--- config.mk ---
export PLATFORM = sky130hd
export DESIGN_NAME = mc_response_flat
export DESIGN_NICKNAME = d
export VERILOG_FILES = /design/src/mc_pkg.sv /design/src/mc_op_if.sv /design/src/mc_response.sv /design/src/flat_wrapper.sv
export SDC_FILE = /design/constraint.sdc
export NUM_CORES = 1
export LEC_CHECK = 0
export ABC_AREA = 1
export BUFFER_PORTS_ARGS = -buffer_cell sky130_fd_sc_hd__buf_2
export CAP_MARGIN = 20
export CORE_MARGIN = 3
export CORE_UTILIZATION = 51
export DETAILED_ROUTE_END_ITERATION = 6
export GPL_TIMING_DRIVEN = 0
export PLACE_DENSITY = 0.8
export SLEW_MARGIN = 25
export SYNTH_ARGS = -nofsm -noshare
export SYNTH_HDL_FRONTEND = slang
export SYNTH_SLANG_ARGS = --single-unit
--- constraint.sdc ---
create_clock -name clk_i -period 1.8 [get_ports clk_i]
set_clock_uncertainty 0.2 [all_clocks]
set_input_delay 0.18 -clock clk_i [delete_from_list [all_inputs] [get_ports clk_i]]
set_output_delay 0.18 -clock clk_i [all_outputs]
set_load 0.005 [all_outputs]
--- src/mc_pkg.sv ---
// ----------------------------------------------------------------------
// shared definitions for the tile endpoint
// data, address, opcode and cycle widths
// opcode values and control-packet addresses
// reset sequencer state encoding
// ----------------------------------------------------------------------

package mc_pkg;

  // payload widths
  typedef logic [31:0] mc_data_t;
  typedef logic [9:0]  mc_addr_t;   // word address
  typedef logic [1:0]  mc_opcode_t;
  typedef logic [31:0] mc_cycle_t;

  // packet opcodes
  localparam mc_opcode_t MC_OP_STORE  = 2'd0;
  localparam mc_opcode_t MC_OP_LOAD   = 2'd1;
  localparam mc_opcode_t MC_OP_AMOADD = 2'd2;  // returns old value
  localparam mc_opcode_t MC_OP_CTRL   = 2'd3;

  // control ops are selected by the packet address
  localparam mc_addr_t MC_CTRL_PRINT_STAT = 10'd0;
  localparam mc_addr_t MC_CTRL_FINISH     = 10'd1;

  // reset sequencer
  typedef enum logic [1:0] {
    SEQ_INIT,   // tag programming
    SEQ_CHAIN,  // done bit moving through the reset flops
    SEQ_RUN
  } mc_seq_state_e;

endpackage

--- src/mc_op_if.sv ---
// ----------------------------------------------------------------------
// one operation slot passed between pipeline stages
// src modport drives the slot, dst modport receives it
// ----------------------------------------------------------------------

`timescale 1ns/100ps

interface mc_op_if;
  import mc_pkg::*;

  logic       v;
  mc_opcode_t op;
  mc_addr_t   addr;
  mc_data_t   data;   // operand, or result after execute

  modport src (
    output v,
    output op,
    output addr,
    output data
  );

  modport dst (
    input v,
    input op,
    input addr,
    input data
  );

endinterface

--- src/mc_response.sv ---
// ----------------------------------------------------------------------
// result stage
// cycle counter started by core release
// response pulses for load and atomic add
// print-stat strobe and sticky finish level
// ----------------------------------------------------------------------

`timescale 1ns/100ps

module mc_response (
  input  logic               clk_i,
  input  logic               rst_n_i,
  input  logic               core_ready_i,
  mc_op_if.dst               res_i,
  output logic               resp_v_o,
  output mc_pkg::mc_opcode_t resp_op_o,
  output mc_pkg::mc_data_t   resp_data_o,
  output logic               stat_v_o,
  output mc_pkg::mc_data_t   stat_tag_o,
  output mc_pkg::mc_cycle_t  stat_cycle_o,
  output logic               finish_o
);
  import mc_pkg::*;

  mc_cycle_t cycle_r;
  logic      resp_hit;
  logic      stat_hit;
  logic      finish_hit;

  assign resp_hit   = res_i.v && ((res_i.op == MC_OP_LOAD) || (res_i.op == MC_OP_AMOADD));
  assign stat_hit   = res_i.v && (res_i.op == MC_OP_CTRL)
                   && (res_i.addr == MC_CTRL_PRINT_STAT);
  assign finish_hit = res_i.v && (res_i.op == MC_OP_CTRL)
                   && (res_i.addr == MC_CTRL_FINISH);

  always_ff @(posedge clk_i or negedge rst_n_i) begin
    if (!rst_n_i) begin
      cycle_r  <= '0;
      resp_v_o <= 1'b0;
      stat_v_o <= 1'b0;
      finish_o <= 1'b0;
    end else begin
      if (core_ready_i) cycle_r <= cycle_r + 1'b1;
      resp_v_o <= resp_hit;
      stat_v_o <= stat_hit;
      if (finish_hit) finish_o <= 1'b1;   // sticky
    end
  end

  always_ff @(posedge clk_i) begin
    if (resp_hit) begin
      resp_op_o   <= res_i.op;
      resp_data_o <= res_i.data;
    end
    if (stat_hit) begin
      stat_tag_o   <= res_i.data;
      stat_cycle_o <= cycle_r;
    end
  end

endmodule

--- src/flat_wrapper.sv ---
// flat-port wrapper written by rule: the top's interface ports become plain ports
module mc_response_flat import mc_pkg::*;
  (clk_i, rst_n_i, core_ready_i, resp_v_o, resp_op_o, resp_data_o, stat_v_o, stat_tag_o, stat_cycle_o, finish_o, res_i_v, res_i_op, res_i_addr, res_i_data);
  mc_op_if res_i_i ();
  input  logic clk_i;
  input  logic rst_n_i;
  input  logic core_ready_i;
  output logic resp_v_o;
  output mc_pkg::mc_opcode_t resp_op_o;
  output mc_pkg::mc_data_t resp_data_o;
  output logic stat_v_o;
  output mc_pkg::mc_data_t stat_tag_o;
  output mc_pkg::mc_cycle_t stat_cycle_o;
  output logic finish_o;
  input wire logic [$bits(res_i_i.v)-1:0] res_i_v;
  input wire logic [$bits(res_i_i.op)-1:0] res_i_op;
  input wire logic [$bits(res_i_i.addr)-1:0] res_i_addr;
  input wire logic [$bits(res_i_i.data)-1:0] res_i_data;
  assign res_i_i.v = res_i_v;
  assign res_i_i.op = res_i_op;
  assign res_i_i.addr = res_i_addr;
  assign res_i_i.data = res_i_data;
  mc_response u_core (.clk_i(clk_i), .rst_n_i(rst_n_i), .core_ready_i(core_ready_i), .res_i(res_i_i), .resp_v_o(resp_v_o), .resp_op_o(resp_op_o), .resp_data_o(resp_data_o), .stat_v_o(stat_v_o), .stat_tag_o(stat_tag_o), .stat_cycle_o(stat_cycle_o), .finish_o(finish_o));
endmodule
### Word-level counts from Yosys, hierarchy flattened

Cells that the tools add are included.

* bits in latches: 0
* input port bits: 48
* word-level logic and storage cells: 19
* register bits after elaboration: 133
* memories kept: 0
* RAM bits: 0
* memory bits (read-only): 0
* output and inout bits: 101

* shift operators: 0
* reduce and logical (&&, ||, !) cells: 6
* equal/unequal tests: 4
* div/mod/pow operators: 0
* bitwise operators: 0
* add/subtract/negate cells: 1
* mux-type cells: 0
* $lt $le $gt $ge: 0
* $mul: 0

Operators by type and width (number)
* $add A32 B1 Y32 const B: 1
* $eq A10 B1 Y1 const B: 1
* $logic_not A10 Y1: 1
* $eq A2 B2 Y1 const B: 2
* $logic_and A1 B1 Y1: 4
* $eq A2 B1 Y1 const B: 1
* $logic_or A1 B1 Y1: 1

### Depth between registers and ports, before layout

Gate-level depths: netlist of the first run.

* depth after elaboration: 3
* depth in mapped cells: 9
* depth with buffers taken out: 8

### Least setup slack after synthesis of the first run

No wires, ideal clock.

* path type: input to register
* start: input port res_i_addr[5]
* end: register u_core.stat_cycle_o[0] (enable)
* data arrival time: 2.111 ns
* data required time: 1.170 ns
* path buffers: 0
* setup slack: -0.940 ns
* cell stages on the path: 2
* cells stage by stage: nor4_1 -> and3_1

* word-level cells in the longest chain between the ends: 2

RTL lines
* start: declaration: RTL line flat_wrapper.sv:17 `input wire logic [$bits(res_i_i.addr)-1:0] res_i_addr;`
* $logic_not A10 Y1: RTL line mc_response.sv:32 `&& (res_i.addr == MC_CTRL_PRINT_STAT);`
* $logic_and A1 B1 Y1: RTL line mc_response.sv:32
* named net u_core.stat_hit: RTL line mc_response.sv:27 `logic stat_hit;`
* end signal: assignment: RTL line mc_response.sv:57 `stat_cycle_o <= cycle_r;`
* end: declaration: RTL line mc_response.sv:20 `output mc_pkg::mc_cycle_t stat_cycle_o,`

The timed path passes the listed nets, and every way through them passes these cells.
A chain may end at the register's enable or synchronous reset.

### Worst setup path in the final report of the first run

* start: register u_core.cycle_r[0]
* end: register u_core.cycle_r[30]

* word-level cells in the longest chain between the ends: 1

RTL lines
* start: declaration: RTL line mc_response.sv:25 `mc_cycle_t cycle_r;`
* start signal: assignment: RTL line mc_response.sv:43 `if (core_ready_i) cycle_r <= cycle_r + 1'b1;`
* $add A32 B1 Y32: RTL line mc_response.sv:43

No other way between the ends.

==> flow_summary.toml, run 1 <==
[synth]
syn_avg_cell_area_sq_um = 15.1
synth_top_area_share_pct = 61.1
syn_inst = 320
yosys.area_share.simple_pct = 12.9
synth_nets = 370
synth_top_family_by_area = "simple AND/OR/NAND/NOR gates"
synth.mux.area_fraction_pct = 0
ys_seq_elements = 133
synth_compound_area_share_pct = 0
netlist_top_cells_area = "edfxtp_1 (61%), dfrtp_1 (18%), nand2_1 (4.5%), inv_1 (2.4%), xor2_1 (2.2%)"
synthXorXnorAreaFrac_pct = 4.34
seq_area_frac_synth_pct = 79.3
yosys_warnings = 0
synth_largest_area_cell = "edfxtp_1"
synthAdderAreaFrac_pct = 0.519
netlist_area_sq_mm = 0.00482
synth_cell_types = 23

[timing]
tightest_slew_ns = 0.886
whs_ns = 0.0928
finalMaxSlewViolations = 0
fin_crit_sh_pct = 93.5
relSlewSlack_pct = 40.9
fmax_mhz = 594
finalHoldViolCount = 0
rsz0062_at_grt = "no"
fin_crit_ns = 1.68
setup-violations-final = 0

[critical_path]
cp_slowest_stage_delay_ns = 0.35
path_cells = "ha_1 -> inv_1 -> nor2_2 -> nand3_1 -> nor2_2 -> buf_6 -> nand3_1 -> nand2_1 -> nand2_1"
slowest_stage = "dfrtp_1"
cp_max_fo = 10
path_delay_family = "simple AND/OR/NAND/NOR gates"
reg2reg_slack_ns = 0.12
rr_worst_depth = 9
critPathBufInv = 2
critPathKind = "reg2reg"
worstPathRequired_ns = 1.99
start_kind = "register"
cp.depth = 9
worstPathArrival_ns = 1.87
end_kind = "register"
r2r_end = "u_core.cycle_r[30]"
timing.rr.start = "u_core.cycle_r[0]"

[final_layout]
drive_above_1_share_pct = 37.1
postLayoutCellArea_sq_mm = 0.00668
layout_commonest_cell = "buf_2"
diodes = 0
areaGrowthSynthToFinish_pct = 38.8
fin_nets = 576
layout_common_cells = "buf_2 (147), edfxtp_1 (98), nand2_1 (58), dlygate4sd3_1 (38), dfrtp_1 (35)"
fill_cells = 521

[floorplanning]
design.core.area_sq_mm = 0.00893
pin_count = 149
die_x_um = 103
start_util_pct = 53.9
die_h_um = 103
dieArea_sq_mm = 0.0106
std_cell_rows = 34

[route]
routedWlPerCell_um = 17.4
ant_nets = 0
via_count = 3263
first_pass_iters = 6
drt_iter0_drc = 178
via_per_inst = 5.04
finalWirelength_um = 11200
drc = 0

[global_routing]
overflow = 0
grt_max_degree = 66
grt_first_pass_wirelength_um = 16700
grt_usage_pct = 21.3
first_global_vias = 3347
antenna_found_initial = 0

[power]
leakage_nw = 2.92
finalPower_mw = 7.44
power.density_mw_per_mm2 = 1110
ir_worst_vdd_uv = 643

[clocking]
clock_path_buffers = 2
cts_tree = "yes"
clkTransAtPathRegs_ns = 0.06
cts.sinks = 133
cts_root_buf = "clkbuf_8"
cts_buffers = 17
clock_latency_ns = 0.50
htree_levels = 4

[placed_design]
place_area_sq_mm = 0.00569
hpwl_um = 6900
place_congestion = 0.815
port_buffers = 147

[flow_run]
max_cap_viol_count = 0

[status]
status = "complete, no violations"

[worst_hold_path]
hold_class = "in2async"
final cells by class:
cell class | count | area (sq um) | area share, %
Sequential cell | 133 | 3820 | 57.1
Timing Repair Buffer | 187 | 1130 | 16.9
Multi-Input combinational cell | 153 | 876 | 13.1
Clock buffer | 19 | 422 | 6.31
Clock inverter | 13 | 156 | 2.34
Tap cell | 108 | 135 | 2.02
Inverter | 32 | 123 | 1.83
Buffer | 2 | 22.5 | 0.337
flip-flops by register name, indices dropped and copies added, names as in the netlist:
register and flops:
u_core.resp_v_o 1, u_core.stat_cycle_o 32, u_core.finish_o 1, u_core.resp_data_o 32
u_core.cycle_r 32, u_core.stat_v_o 1, u_core.stat_tag_o 32, u_core.resp_op_o 2
through the flow:
step | setup WS (ns) | cells | TNS [ns] | util, %
finish | 0.117 | 647 | 0 | 74.8
global route | 0.00937 | 647 | 0 | 74.8
CTS | 0.0572 | 647 | 0 | 74.6
detailed placement | -0.306 | 575 | -19.62 | 63.7
global placement | -0.331 | 575 | -27.76 | 63.7
floorplan | 0.0523 | 320 | 0 | -
synth_stat cells:
cell / count
nor3_1: 7
xnor2_2: 1
nand3_1: 15
dfrtp_1: 35
nand3_2: 2
nand2_2: 2
nor2_1: 19
and3_1: 1
ha_1: 2
nand4_1: 11
nand3b_1: 1
inv_4: 1
nand2_4: 1
xnor2_1: 10
nand2_1: 58
nor2_4: 5
nor2_2: 3
xor2_1: 12
and2_1: 1
buf_6: 2
inv_1: 31
edfxtp_1: 98
nor4_1: 2
worst register-to-register path: cells and delay by family (launching register included):
kind / cells / cell delay [ns]
simple gates: 6 / 0.59
fa+ha+maj: 1 / 0.17
flops: 1 / 0.35
buf+inv: 2 / 0.24
timing repair:
| item | 4_1_cts | 5_1_grt |
|---|---|---|
| setup endpoints to repair | 5 | 6 |
| hold buffers | 38 | 0 |
| buffers inserted | 2 | 0 |
| pin swaps | 0 | 1 |
| gates resized for setup | 0 | 3 |
| endpoints found under the hold margin | 118 | 0 |
worst max-delay path by stage:
stage | from | endpoint | slack (ns)
6_report | u_core.cycle_r[0] | u_core.cycle_r[30] | 0.12
5_1_grt | u_core.cycle_r[0] | u_core.cycle_r[30] | 0.009
3_5_place_dp | res_i_addr[5] | u_core.stat_cycle_o[24] | -0.31
2_1_floorplan | res_i_op[0] | u_core.resp_data_o[0] | 0.05
4_1_cts | u_core.cycle_r[0] | u_core.cycle_r[30] | 0.06
3_3_place_gp | res_i_op[0] | u_core.resp_data_o[2] | -0.33
metal layers:
| metal | vias to the layer above | GRT usage (%) | wire [um] |
|---|---|---|---|
| li1 | 1516 | - | - |
| met1 | 1568 | 25.0 | 4300 |
| met2 | 155 | 36.8 | 5750 |
| met3 | 24 | 6.71 | 949 |
| met4 | 0 | 7.97 | 233 |
| met5 | - | 0 | 0 |
power by group:
| group | switching, mW | internal (mW) | total, mW | leakage [nW] |
|---|---|---|---|---|
| clock | 1.23 | 2.11 | 3.33 | 0.282 |
| sequential | 0.111 | 3.48 | 3.59 | 1.37 |
| combinational | 0.274 | 0.244 | 0.517 | 1.26 |
cell families after synthesis:
logic type | Yosys count
flops | 133
simple gates | 128
fa+ha+maj | 2
xor+xnor | 23
buf+inv | 34
No activity file was read; power rests on OpenSTA's default activity.
==> run 2: changes to the inputs <==
--- a/config.mk
+++ b/config.mk
@@ -13,6 +13,7 @@
 export DETAILED_ROUTE_END_ITERATION = 6
 export GPL_TIMING_DRIVEN = 0
 export PLACE_DENSITY = 0.8
+export REMOVE_ABC_BUFFERS = 1
 export SLEW_MARGIN = 25
 export SYNTH_ARGS = -nofsm -noshare
 export SYNTH_HDL_FRONTEND = slang
==> flow_summary.toml, run 2 (synthesis results as in run 1) <==
[route]
via_per_inst = 5.00
ant_nets = 0
first_pass_iters = 5
finalWirelength_um = 10900
via_count = 3239
routedWlPerCell_um = 16.8
drc = 0
drt_iter0_drc = 104

[clocking]
cts_buffers = 17
htree_levels = 4
cts_tree = "yes"
clock_latency_ns = 0.50
clock_path_buffers = 2
clkTransAtPathRegs_ns = 0.06
cts.sinks = 133
cts_root_buf = "clkbuf_8"

[floorplanning]
start_util_pct = 53.9
dieArea_sq_mm = 0.0106
design.core.area_sq_mm = 0.00893
die_h_um = 103
die_x_um = 103
std_cell_rows = 34
pin_count = 149

[timing]
relSlewSlack_pct = 46.7
fin_crit_sh_pct = 92.3
fmax_mhz = 602
tightest_slew_ns = 0.800
fin_crit_ns = 1.66
setup-violations-final = 0
finalMaxSlewViolations = 0
tns_ns = 0
finalHoldViolCount = 0
whs_ns = 0.0921

[global_routing]
use_met1_pct = 24.0
grt_max_degree = 37
groute.layer.met2.usage_pct = 37.4
grtUsageMet3_pct = 6.30
top_usage_layer = "met2"
grt_usage_pct = 21.0
first_global_vias = 3411
grt_first_pass_wirelength_um = 16900
overflow = 0
antenna_found_initial = 0

[final_layout]
layout_common_cells = "buf_2 (148), edfxtp_1 (98), nand2_1 (58), dlygate4sd3_1 (38), dfrtp_1 (34)"
fin_cells = 648
fin_nets = 578
diodes = 0
drive_above_1_share_pct = 37.4
areaGrowthSynthToFinish_pct = 38.2
layout_commonest_cell = "buf_2"

[power]
p_clk_share_pct = 42.4
p_int_mw = 5.54
power.switching_mw = 1.61
switching_share_pct = 22.6
seq_power_share_pct = 50.3
p_comb_share_pct = 7.3
ir_worst_vdd_uv = 653
leakage_nw = 2.90
power.density_mw_per_mm2 = 1080
finalPower_mw = 7.16

[critical_path]
reg2reg_slack_ns = 0.14
worstPathArrival_ns = 1.85
critPathKind = "reg2reg"
cp_max_fo = 11
start_kind = "register"
end_kind = "register"
worstPathRequired_ns = 1.99
worstSetupStartpoint = "u_core.cycle_r[1]"
timing.rr.start = "u_core.cycle_r[1]"

[status]
status = "complete, no violations"

[placed_design]
port_buffers = 148
dp_cells = 575
hpwl_um = 6950
place_congestion = 0.797

[worst_hold_path]
hold_class = "in2async"

[flow_run]
max_cap_viol_count = 0
run 2: cell types whose count changed in the layout (fill, tap and decap cells not counted), moves of 2 or more:
| cell | before | now |
|---|---|---|
| clkinv_1 | 0 | 2 |
| clkbuf_1 | 2 | 0 |
| bufinv_16 | 3 | 1 |
| buf_6 | 2 | 0 |
| buf_12 | 0 | 2 |
| clkinv_4 | 1 | 3 |
run 2: cell type report:
class | count | area (sq um)
sequential | 133 | 3820
fill | 543 | 2280
timing repair buffer | 191 | 1180
multi-input combinational | 153 | 868
clock buffer | 17 | 414
tap | 108 | 135
inverter | 32 | 123
clock inverter | 14 | 113
run 2: final timing paths:
path / to / cells past startpoint
worst max-delay path: u_core.cycle_r[24] / 9
worst min-delay path: u_core.cycle_r[26] / 2
min in group clk_i: u_core.stat_tag_o[8] / 3
max in group asynchronous: u_core.cycle_r[0] / 2
worst min register to register: u_core.finish_o / 2
worst max register to register: u_core.cycle_r[24] / 9
run 2: power groups by stage:
stage	Clock, mW	Combinational [mW]	Sequential (mW)
global placement	0	0.366	3.66
detailed placement	0	0.383	3.66
global route	3.22	0.587	3.62
CTS	3.06	0.451	3.61
floorplan	0	0.182	3.65
finish	3.04	0.519	3.60
run 2: metrics by stage:
stage	utilization [%]	area, sq um	setup slack [ns]
after detailed placement	63.8	5700	-0.275
after global placement	63.5	5670	-1.66
final	74.5	6660	0.139
after global routing	74.5	6660	-0.0124
after CTS	74.2	6630	0.0115
after floorplan	-	4790	-0.940
run 2: critical path: stages, from the launching register on:
cell     delay, ns
dfrtp_1       0.40
ha_1          0.18
inv_1         0.06
nor2_2        0.12
nand3_1       0.13
nor2_4        0.12
buf_12        0.13
nand3_1       0.07
nand2_1       0.08
nand2_1       0.05
run 2: per-layer routing:
| layer | wire (um) | part of all wire [%] |
|---|---|---|
| met2 | 5640 | 52 |
| met3 | 793 | 7.3 |
| met5 | 0 | 0 |
| met1 | 4230 | 39 |
| met4 | 233 | 2.1 |
run 2: what timing repair did:
action                                  in CTS  in global routing
hold buffers                                38                  0
pin swaps                                    1                  1
endpoints found under the setup margin       8                  9
setup buffers                                1                  3
endpoints found under the hold margin      111                  0
gates resized for setup                      2                  2
==> run 3: changes to the inputs <==
--- a/config.mk
+++ b/config.mk
@@ -8,11 +8,11 @@
 export ABC_AREA = 1
 export BUFFER_PORTS_ARGS = -buffer_cell sky130_fd_sc_hd__buf_2
 export CAP_MARGIN = 20
-export CORE_MARGIN = 3
-export CORE_UTILIZATION = 51
+export CORE_UTILIZATION = 48
+export CTS_BUF_LIST = sky130_fd_sc_hd__clkbuf_8
 export DETAILED_ROUTE_END_ITERATION = 6
 export GPL_TIMING_DRIVEN = 0
-export PLACE_DENSITY = 0.8
+export PLACE_DENSITY = 0.79
 export REMOVE_ABC_BUFFERS = 1
 export SLEW_MARGIN = 25
 export SYNTH_ARGS = -nofsm -noshare
==> constraint.sdc (replaced) <==
create_clock -name clk_i -period 1.4 [get_ports clk_i]
set_clock_uncertainty 0.2 [all_clocks]
set_input_delay 0.14 -clock clk_i [delete_from_list [all_inputs] [get_ports clk_i]]
set_output_delay 0.14 -clock clk_i [all_outputs]
set_load 0.005 [all_outputs]
==> flow_summary.toml, run 3 (synthesis results as in run 1) <==
[status]
status = "finished with violations"
violations = "hold timing, setup timing"

[timing]
setup-violations-final = 22
finalHoldViolCount = 4
fmax_mhz = 644
finalMaxSlewViolations = 0
relSlewSlack_pct = 47.6
fin_ws_ns = -0.154
whs_ns = -0.198
tightest_slew_ns = 0.785
tns_ns = -2.13
rsz0062_at_grt = "yes"
fin_crit_ns = 1.55
fin_crit_sh_pct = 111

[clocking]
htree_levels = 4
clock_path_buffers = 2
cts.sinks = 133
cts_tree = "yes"
hold_buffers = 39
cts_buffers = 17
clkTransAtPathRegs_ns = 0.07
clock_latency_ns = 0.43
cts_root_buf = "clkbuf_8"

[power]
seq_power_share_pct = 55.9
power.switching_mw = 1.86
p_clk_share_pct = 33.8
power.density_mw_per_mm2 = 1220
p_comb_share_pct = 10.3
p_int_mw = 6.37
ir_worst_vdd_uv = 524
switching_share_pct = 22.6
leakage_nw = 2.93

[critical_path]
cp_max_fo = 11
end_kind = "register"
start_kind = "register"
cp.depth = 8
critPathMostFrequentCell = "nor2_4"
slowest_stage = "dfrtp_1"
rr_worst_depth = 8
worstPathRequired_ns = 1.52
worstPathArrival_ns = 1.67
cp_slowest_stage_delay_ns = 0.37
path_delay_family = "simple AND/OR/NAND/NOR gates"
critPathBufInv = 2
path_cells = "ha_2 -> inv_2 -> nor2_4 -> nand3_2 -> nor2_4 -> buf_12 -> nand2_1 -> xnor2_1"
critPathKind = "reg2reg"

[route]
via_count = 3316
finalWirelength_um = 11100
routedWlPerCell_um = 16.2
first_pass_iters = 4
via_per_inst = 4.82
ant_nets = 0
drc = 0
drt_iter0_drc = 144

[flow_run]
max_cap_viol_count = 0

[final_layout]
diodes = 0
drive_above_1_share_pct = 42.9
fin_nets = 594
post-route-util_pct = 69.4
areaGrowthSynthToFinish_pct = 40.2
layout_commonest_cell = "buf_2"
fill_cells = 630
layout_common_cells = "buf_2 (148), edfxtp_1 (98), nand2_1 (53), dlygate4sd3_1 (38), inv_1 (33)"
fin_cells = 688

[worst_hold_path]
whs_path_depth = 4
hold_class = "in2reg"

[floorplanning]
dieArea_sq_mm = 0.0104
design.core.area_sq_mm = 0.00973
start_util_pct = 49.5
die_h_um = 102
die_x_um = 102
pin_count = 149
std_cell_rows = 36

[global_routing]
overflow = 0
first_global_vias = 3284
grt_max_degree = 36
grt_first_pass_wirelength_um = 16000
antenna_found_initial = 0
grt_usage_pct = 21.4

[placed_design]
hpwl_um = 6600
place_congestion = 0.752
port_buffers = 148
dp_cells = 600
[run 3: cell count changes in the layout (fill, tap and decap cells not counted), moves of 4 or more]
cell / before / now
clkbuf_8: 1 / 17
nand2_1: 58 / 53
clkbuf_16: 16 / 0
nor2_2: 4 / 8
nor2_1: 17 / 9
nor3_2: 0 / 4
nor2_4: 6 / 10
nand3_2: 2 / 6
nor3_1: 7 / 3
nand3_1: 15 / 11
buf_4: 3 / 18
[run 3: cell type report]
type                       instances  area [sq um]  area share (%)
clock buffer                      17           234            3.47
clock inverter                    13           104            1.54
inverter                          32           123            1.82
multi-input combinational        154          1010            14.9
sequential                       133          3820            56.6
tap                              133           166            2.46
timing repair buffer             206          1300            19.2
[run 3: what timing repair did]
item | in CTS | in global routing
gates resized for setup | 25 | 15
buffers inserted | 14 | 5
cloned | 1 | 0
endpoints found under the hold margin | 106 | 4
pin swaps | 14 | 8
setup endpoints to repair | 57 | 87
[run 3: worst reg2reg max path, delay by kind of cell (launching register included)]
kind                       cells  cell delay [ns]
and+or+nand+nor                4             0.38
DFF                            1             0.37
adders and majority gates      1             0.19
buffers and inverters          2             0.19
xor gates and xnor gates       1             0.12
[run 3: power by group through the flow]
| stage | clock, mW | combinational (mW) | sequential, mW |
|---|---|---|---|
| after global routing | 3.00 | 0.930 | 4.62 |
| final | 2.78 | 0.851 | 4.60 |
| after floorplan | 0 | 0.234 | 4.69 |
| after global placement | 0 | 0.469 | 4.70 |
| after detailed placement | 0 | 0.492 | 4.71 |
| after CTS | 2.81 | 0.783 | 4.59 |
[run 3: worst paths after layout]
check | startpoint | to | slack, ns
setup / recovery | u_core.cycle_r[0] | u_core.cycle_r[20] | -0.15
hold / removal | res_i_addr[8] | u_core.finish_o | -0.20
setup reg to reg | u_core.cycle_r[0] | u_core.cycle_r[20] | -0.15
hold reg to reg | u_core.finish_o | u_core.finish_o | 0.26
max in group asynchronous | rst_n_i | u_core.cycle_r[2] | 0.32
min in group asynchronous | rst_n_i | u_core.cycle_r[26] | 0.13
[run 3: stage by stage]
step / hold slack [ns] / power (mW) / setup slack (ns) / cell area [sq um]
finish: -0.198 / 8.23 / -0.154 / 6750
global route: -0.134 / 8.55 / -0.242 / 6750
CTS: -0.0205 / 8.18 / -0.156 / 6670
detailed placement: 0.0662 / 5.20 / -0.578 / 5730
global placement: 0.0698 / 5.17 / -2.09 / 5700
floorplan: -0.356 / 4.93 / -1.30 / 4790
[run 3: layer usage]
metal	wire length, um	vias to the layer above	share of wire [%]	track usage, %
met4	291	0	2.6	11.2
met1	4260	1594	38	23.4
met2	5720	150	51	37.1
li1	-	1548	-	-
met5	0	-	0	0
met3	870	24	7.8	7.11
